<file path="src/design/seq_pkg.sv">
package seq_pkg;

    // widths and depths shared by the whole sequencer
    localparam int ADDR_W      = 12;     // microprogram address, direct input, counter
    localparam int STACK_DEPTH = 5;      // usable stack entries, entry 0 is the empty slot
    localparam int SP_W        = 3;      // holds 0..STACK_DEPTH

    typedef logic [ADDR_W-1:0] addr_t;   // address or count value

    // the sixteen Am2910 instructions, encoding is the 4-bit opcode itself
    typedef enum logic [3:0] {
        JZ   = 4'd0,    // jump zero, reset stack
        CJS  = 4'd1,    // cond jump to subroutine via pipeline
        JMAP = 4'd2,    // jump to map address
        CJP  = 4'd3,    // cond jump via pipeline
        PUSH = 4'd4,    // push, cond load counter
        JSRP = 4'd5,    // cond jsb via counter or pipeline
        CJV  = 4'd6,    // cond jump to vector
        JRP  = 4'd7,    // cond jump via counter or pipeline
        RFCT = 4'd8,    // repeat loop while counter nonzero
        RPCT = 4'd9,    // repeat pipeline while counter nonzero
        CRTN = 4'd10,   // cond return
        CJPP = 4'd11,   // cond jump pipeline and pop
        LDCT = 4'd12,   // load counter and continue
        LOOP = 4'd13,   // test end of loop
        CONT = 4'd14,   // continue
        TWB  = 4'd15    // three way branch
    } seq_op_e;

    // where the next address comes from
    typedef enum logic [2:0] {
        Y_ZERO   = 3'd0,
        Y_DIRECT = 3'd1,   // d input, pipeline / map / vector source
        Y_UPC    = 3'd2,   // microprogram counter
        Y_STACK  = 3'd3,   // top of stack
        Y_COUNT  = 3'd4    // register/counter
    } y_src_e;

    // decoded control for one cycle
    typedef struct packed {
        y_src_e y_src;       // next address select
        logic   push;        // push upc onto the stack
        logic   pop;         // drop the top of stack
        logic   clear;       // empty the stack, zero upc
        logic   load_count;  // counter takes d
        logic   decrement;   // counter counts down
    } seq_ctrl_t;

endpackage

</file>
<file path="src/design/seq_counter.sv">
module seq_counter (
    input  logic           clk,
    input  logic           reset,
    input  seq_pkg::addr_t d,
    input  logic           load,        // decoded load, LDCT or PUSH on pass
    input  logic           decrement,
    input  logic           rld_n,       // external forced load, active low
    output seq_pkg::addr_t count,
    output logic           count_zero
);

    logic do_load;

    assign do_load    = load | ~rld_n;   // either source loads
    assign count_zero = (count == '0);

    always_ff @(posedge clk) begin
        if (reset)
            count <= '0;
        else if (do_load)
            count <= d;
        else if (decrement)
            count <= count - 1'b1;   // loops end when this reaches zero
    end

    // a zero count without a load must not wrap around
    a_no_wrap: assert property (@(posedge clk) disable iff (reset)
        (count_zero && !do_load) |=> count_zero);

endmodule

</file>
<file path="src/design/seq_decode.sv">
module seq_decode (
    input  seq_pkg::seq_op_e   op,
    input  logic               cc_n,        // condition, active low
    input  logic               ccen_n,      // condition enable, active low
    input  logic               count_zero,  // from the register/counter
    output seq_pkg::seq_ctrl_t ctrl,
    output logic               pl_n,
    output logic               map_n,
    output logic               vect_n
);
    import seq_pkg::*;

    logic fail;   // condition test failed

    // with ccen_n high the test always passes
    assign fail = cc_n & ~ccen_n;

    always_comb begin
        ctrl       = '0;
        ctrl.y_src = Y_UPC;   // most fail paths just continue
        unique case (op)
            JZ: begin
                ctrl.y_src = Y_ZERO;
                ctrl.clear = 1'b1;   // stack and upc both go back to zero
            end
            CJS: begin
                if (!fail) begin
                    ctrl.y_src = Y_DIRECT;
                    ctrl.push  = 1'b1;   // save return address
                end
            end
            JMAP: begin
                ctrl.y_src = Y_DIRECT;   // unconditional, map prom drives d
            end
            CJP: begin
                if (!fail)
                    ctrl.y_src = Y_DIRECT;
            end
            PUSH: begin
                ctrl.push       = 1'b1;
                ctrl.load_count = ~fail;   // counter loads only on pass
            end
            JSRP: begin
                ctrl.y_src = fail ? Y_COUNT : Y_DIRECT;
                ctrl.push  = 1'b1;         // pushes either way
            end
            CJV: begin
                if (!fail)
                    ctrl.y_src = Y_DIRECT;   // vector source
            end
            JRP: begin
                ctrl.y_src = fail ? Y_COUNT : Y_DIRECT;
            end
            RFCT: begin
                if (!count_zero) begin
                    ctrl.y_src     = Y_STACK;   // back to loop start
                    ctrl.decrement = 1'b1;
                end else begin
                    ctrl.pop = 1'b1;            // fall out, drop loop address
                end
            end
            RPCT: begin
                if (!count_zero) begin
                    ctrl.y_src     = Y_DIRECT;
                    ctrl.decrement = 1'b1;
                end
            end
            CRTN: begin
                if (!fail) begin
                    ctrl.y_src = Y_STACK;   // return
                    ctrl.pop   = 1'b1;
                end
            end
            CJPP: begin
                if (!fail) begin
                    ctrl.y_src = Y_DIRECT;
                    ctrl.pop   = 1'b1;
                end
            end
            LDCT: begin
                ctrl.load_count = 1'b1;
            end
            LOOP: begin
                if (!fail)
                    ctrl.pop = 1'b1;        // loop done, continue
                else
                    ctrl.y_src = Y_STACK;   // go around again
            end
            CONT: begin
                ctrl.y_src = Y_UPC;
            end
            TWB: begin
                if (!fail) begin
                    ctrl.pop = 1'b1;   // exit 1: condition met, continue
                end else if (!count_zero) begin
                    ctrl.y_src     = Y_STACK;   // exit 2: keep looping
                    ctrl.decrement = 1'b1;
                end else begin
                    ctrl.y_src = Y_DIRECT;      // exit 3: count ran out
                    ctrl.pop   = 1'b1;
                end
            end
        endcase
    end

    // branch source strobes, pipeline is the default source
    assign pl_n   = (op == JMAP) || (op == CJV);
    assign map_n  = (op != JMAP);
    assign vect_n = (op != CJV);

endmodule

</file>
<file path="src/design/seq_stack.sv">
module seq_stack (
    input  logic           clk,
    input  logic           reset,
    input  logic           push,
    input  logic           pop,
    input  logic           clear,
    input  seq_pkg::addr_t wdata,   // return address, upc before the edge
    output seq_pkg::addr_t top,
    output logic           full
);
    import seq_pkg::*;

    addr_t           mem [1:STACK_DEPTH];   // entry 0 is implied, always zero
    logic [SP_W-1:0] sp;                    // points at the current top
    logic [SP_W-1:0] wr_ptr;

    assign full   = (sp == SP_W'(STACK_DEPTH));
    assign wr_ptr = full ? sp : sp + 1'b1;    // overwrite top when full
    assign top    = (sp == '0) ? '0 : mem[sp];

    always_ff @(posedge clk) begin
        if (reset) begin
            sp <= '0;
            for (int i = 1; i <= STACK_DEPTH; i++)
                mem[i] <= '0;
        end else begin
            if (clear)
                sp <= '0;
            else if (pop) begin
                if (sp != '0)
                    sp <= sp - 1'b1;   // pop on empty stays at zero
            end else if (push && !full)
                sp <= sp + 1'b1;

            if (push)
                mem[wr_ptr] <= wdata;
        end
    end

    // pointer stays inside the stack
    a_sp_range: assert property (@(posedge clk) disable iff (reset)
        sp <= SP_W'(STACK_DEPTH));

    // push into a full stack only replaces the top
    a_full_hold: assert property (@(posedge clk) disable iff (reset)
        (push && full && !pop && !clear) |=> $stable(sp));

    // only the top entry or the one above it can be written
    for (genvar i = 1; i <= STACK_DEPTH; i++) begin : g_hold
        a_entry_hold: assert property (@(posedge clk) disable iff (reset)
            (!push || (sp != SP_W'(i - 1) && sp != SP_W'(i))) |=> $stable(mem[i]));
    end

endmodule

</file>
<file path="src/design/seq_top.sv">
module seq_top (
    input  logic             clk,
    input  logic             reset,
    input  seq_pkg::seq_op_e op,       // 4-bit instruction
    input  logic             cc_n,
    input  logic             ccen_n,
    input  logic             rld_n,
    input  logic             ci,       // incrementer carry-in
    input  seq_pkg::addr_t   d,        // direct input
    output seq_pkg::addr_t   y,        // next microprogram address
    output logic             pl_n,
    output logic             map_n,
    output logic             vect_n,
    output logic             full
);
    import seq_pkg::*;

    seq_ctrl_t ctrl;
    addr_t     upc;          // microprogram counter register
    addr_t     upc_next;
    addr_t     stack_top;
    addr_t     count;
    logic      count_zero;

    seq_decode u_decode (
        .op         (op),
        .cc_n       (cc_n),
        .ccen_n     (ccen_n),
        .count_zero (count_zero),
        .ctrl       (ctrl),
        .pl_n       (pl_n),
        .map_n      (map_n),
        .vect_n     (vect_n)
    );

    seq_stack u_stack (
        .clk   (clk),
        .reset (reset),
        .push  (ctrl.push),
        .pop   (ctrl.pop),
        .clear (ctrl.clear),
        .wdata (upc),          // return address is the current upc
        .top   (stack_top),
        .full  (full)
    );

    seq_counter u_counter (
        .clk        (clk),
        .reset      (reset),
        .d          (d),
        .load       (ctrl.load_count),
        .decrement  (ctrl.decrement),
        .rld_n      (rld_n),
        .count      (count),
        .count_zero (count_zero)
    );

    // next address mux
    always_comb begin
        unique case (ctrl.y_src)
            Y_ZERO:   y = '0;
            Y_DIRECT: y = d;
            Y_UPC:    y = upc;
            Y_STACK:  y = stack_top;
            Y_COUNT:  y = count;
            default:  y = '0;   // unused encodings
        endcase
    end

    // incrementer, ci low holds the address for a wait loop
    assign upc_next = ctrl.clear ? '0 : y + addr_t'(ci);

    always_ff @(posedge clk) begin
        if (reset)
            upc <= '0;
        else
            upc <= upc_next;
    end

    // JZ always addresses location zero regardless of state
    a_jz_zero: assert property (@(posedge clk) disable iff (reset)
        (op == JZ) |-> (y == '0));

endmodule

</file>
<file path="config.mk">
export PLATFORM = sky130hd
export DESIGN_NAME = seq_top
export DESIGN_NICKNAME = d
export VERILOG_FILES = /design/src/design/seq_pkg.sv /design/src/design/seq_counter.sv /design/src/design/seq_decode.sv /design/src/design/seq_stack.sv /design/src/design/seq_top.sv
export SDC_FILE = /design/constraint.sdc
export NUM_CORES = 1
export LEC_CHECK = 0
export ABC_AREA = 1
export BUFFER_PORTS_ARGS = -buffer_cell sky130_fd_sc_hd__buf_2
export CAP_MARGIN = 20
export CORE_MARGIN = 5
export CORE_UTILIZATION = 45
export CTS_CLUSTER_DIAMETER = 200
export CTS_CLUSTER_SIZE = 30
export DETAILED_ROUTE_END_ITERATION = 7
export PLACE_DENSITY = 0.71
export SLEW_MARGIN = 15
export SYNTH_ARGS = -nofsm -noshare
export SYNTH_HDL_FRONTEND = slang
export SYNTH_SLANG_ARGS = --single-unit
</file>
<file path="constraint.sdc">
create_clock -name clk -period 5.4 [get_ports clk]
set_input_delay 0.54 -clock clk [delete_from_list [all_inputs] [get_ports clk]]
set_output_delay 0.54 -clock clk [all_outputs]
set_load 0.005 [all_outputs]
</file>
==> impl_metrics.env <==
export IMPL_drive_gt1_share_pct=15.3
export IMPL_crit_path_frequent_cell="inv_1"
export IMPL_worstSetupPathType="reg -> out"
export IMPL_setup_tns_final_ps=0
export IMPL_required_ps=4860
export IMPL_dpl_hpwl_um=11500
export IMPL_clock_path_buffers=2
export IMPL_numCtsBuffers=17
export IMPL_synth_most_common_cell="nor2_1"
export IMPL_synth_area_leaders="edfxtp_1, nor2_1, dfxtp_1, nand2_1, o21ai_0"
export IMPL_synth_seq_cells=126
export IMPL_internal_power_uw=1860
export IMPL_swShare_pct=27.2
export IMPL_first_pass_iters=6
export IMPL_design_final_nets=860
export IMPL_synth_seq_area_share_pct=51.4
export IMPL_routed_via_count=5633
export IMPL_fmaxAchievable_mhz=292
export IMPL_cp_slowest_stage_delay_ps=400
export IMPL_cts_htree_levels=4
export IMPL_holdPathStages=3
export IMPL_placed_cell_area_um2=7030
export IMPL_rsz0062_at_grt="no"
export IMPL_async_reset_ff_share_pct=0
export IMPL_viasPerCell=5.48
export IMPL_reg2reg_depth=18
export IMPL_relSlewSlack_pct=52.5
export IMPL_grt_pass1_vias=5383
export IMPL_crit_slowest_cell="nand3_2"
export IMPL_clock_latency_ps=420
export IMPL_ir_drop_uv=228
export IMPL_track_usage_pct=19.4
export IMPL_cp_top_family="simple AND/OR/NAND/NOR gates"
export IMPL_die_y_um=133
export IMPL_ant_nets=0
export IMPL_path_depth=12
export IMPL_place_inst=995
export IMPL_power_leakage_uw=0.00298
export IMPL_cp_start_kind="flop"
export IMPL_die_area_um2=17600
export IMPL_clock_skew_ps=8.00
export IMPL_period_needed_ps=3420
export IMPL_post_cts_buffers=0
export IMPL_root_buffer="clkbuf_16"
export IMPL_io_pins=38
export IMPL_fin_util_pct=51.8
export IMPL_slew_viol_final=0
export IMPL_place_congestion=0.909
export IMPL_power_uw=2560
export IMPL_syn_cell_area_um2=6780
export IMPL_grt_ovfl_total=0
export IMPL_synth_fp_nets=835
export IMPL_wl_per_cell_um=16.4
export IMPL_maxCapViolCount=0
export IMPL_ys_warnings_count=0
export IMPL_syn_area_per_cell_um2=8.41
export IMPL_pwr_share_seq_pct=43.8
export IMPL_synth_edff_count=96
export IMPL_cts_sinks=126
export IMPL_clkSlewWorstSetupHoldPaths_ps=50
export IMPL_cts_tree="built"
export IMPL_row_count=44
export IMPL_crit_buf_inv=3
export IMPL_p_comb_share_pct=15.1
export IMPL_area_growth_pct=12.0
export IMPL_start_util_pct=46.3
export IMPL_cp_max_fo=22
export IMPL_status="complete, no violations"
export IMPL_grt_max_degree=49
export IMPL_cp_cell_sequence="inv_1 > ha_1 > nand3_4 > nor2_8 > nand3_1 > nand2_2 > nand3_2 > nand2_1 > o21ai_0 > nor3_1 > inv_1 > buf_2"
export IMPL_antenna_found_initial=0
export IMPL_drc=0
export IMPL_p_switching_uw=697
export IMPL_n_antenna_cell=0
export IMPL_end_kind="output pin"
export IMPL_grt_pass1_wl_um=27000
export IMPL_power_frac_clock_pct=41.2
export IMPL_fp_dieW_um=133
export IMPL_routed_wl_um=16900
export IMPL_hold_buffers=0
export IMPL_ys_types=39
export IMPL_cts_resized=0
export IMPL_io_buffers=37
export IMPL_synth_top_area_cell="edfxtp_1"
export IMPL_tightest_slew_ps=710
export IMPL_powerDensity_nw_per_um2=338
export IMPL_synth_top_cell_area_share_pct=42.5
export IMPL_core_area_um2=14600
export IMPL_finish_instance_area_um2=7590
export IMPL_netlist_instances=806
export IMPL_setup_viol=0
export IMPL_period_share_pct=63.4
export IMPL_final_cells=1028
export IMPL_ys_flop_type="edfxtp_1"
export IMPL_initialDrtViolationCount=470
export IMPL_hold_viol=0
export IMPL_cp_arrival_ps=2880
export IMPL_hp_class="in -> reg"
export IMPL_synth_commonest_cells="nor2_1, nand2_1, edfxtp_1, o21ai_0, inv_1"
worst register-to-register path: cells and delay by family, from the launching register on:
family,cells,cell delay [ps]
adder cells (fa/ha/maj),3,790
AO/OA/AOI/OAI,4,500
buffers and inverters,1,90
flip-flops,1,340
AND/OR/NAND/NOR,10,1480
logic make-up (layout without fill, tap and decap cells):
kind of cell | Yosys count | after routing | share of synthesized area [%]
AO/OA/AOI/OAI | 124 | 124 | 9.99
XOR/XNOR | 7 | 7 | 0.905
adder cells (fa/ha/maj) | 7 | 7 | 1.29
buffers and inverters | 115 | 153 | 7.25
flip-flops | 126 | 126 | 51.4
AND/OR/NAND/NOR | 427 | 427 | 29.2
state kept, by name (all words and copies together) (netlist names), named ones only:
name / flops
u_stack.sp: 3
u_counter.count: 12
u_stack.mem: 96
upc: 12
stage by stage:
stage                     hold slack, ps  setup slack, ps
after floorplan                      443             2590
after CTS                            408             1940
after detailed placement             465             2080
after global routing                 431             1740
after global placement               467             2180
final                                416             1980
power groups by stage:
stage	registers, uW	logic (uW)	clock network [uW]
2_1_floorplan	1120	291	0
3_3_place_gp	1140	377	0
3_5_place_dp	1140	380	0
4_1_cts	1120	383	1060
5_1_grt	1120	430	1110
6_report	1120	386	1060
area by class of cell:
type | count | area [um^2]
clock buffer | 25 | 485
clock inverter | 7 | 65.1
fill | 1369 | 7050
inverter | 78 | 293
multi-input combinational | 565 | 2800
sequential | 126 | 3480
tap | 184 | 230
timing repair buffer | 43 | 230
worst paths after layout:
kind	startpoint	end	slack, ps
max	u_counter.count[0]$_SDFFE_PP0P_	y[11]	1980
min	d[2]	u_counter.count[2]$_SDFFE_PP0P_	420
max reg2reg	u_counter.count[0]$_SDFFE_PP0P_	upc[8]$_SDFF_PP0_	2120
min reg2reg	upc[0]$_SDFF_PP0_	u_stack.mem[7][0]$_DFFE_PP_	490
cells in the final DEF (no fill, tap or decap), types with 6 or more instances in the layout:
cell type and count:
a21oi_1 28, buf_2 37, buf_4 6, clkbuf_16 17, dfxtp_1 30, edfxtp_1 96, ha_1 7, inv_1 65
inv_2 12, nand2_1 137, nand2_2 10, nand2_4 6, nand3_1 56, nand3_2 8, nor2_1 176, nor2_2 6
nor2_4 9, nor3_1 6, o21ai_0 71
layer usage:
metal  GRT usage (%)  share of wire [%]  up-vias
li1                -                  -     2724
met1            24.1                 41     2617
met2            32.3                 48      248
met3            4.29                8.1       44
met4            9.18                3.0        0
met5               0                  0        -
Note: power is estimated with default switching activity, not from simulation.
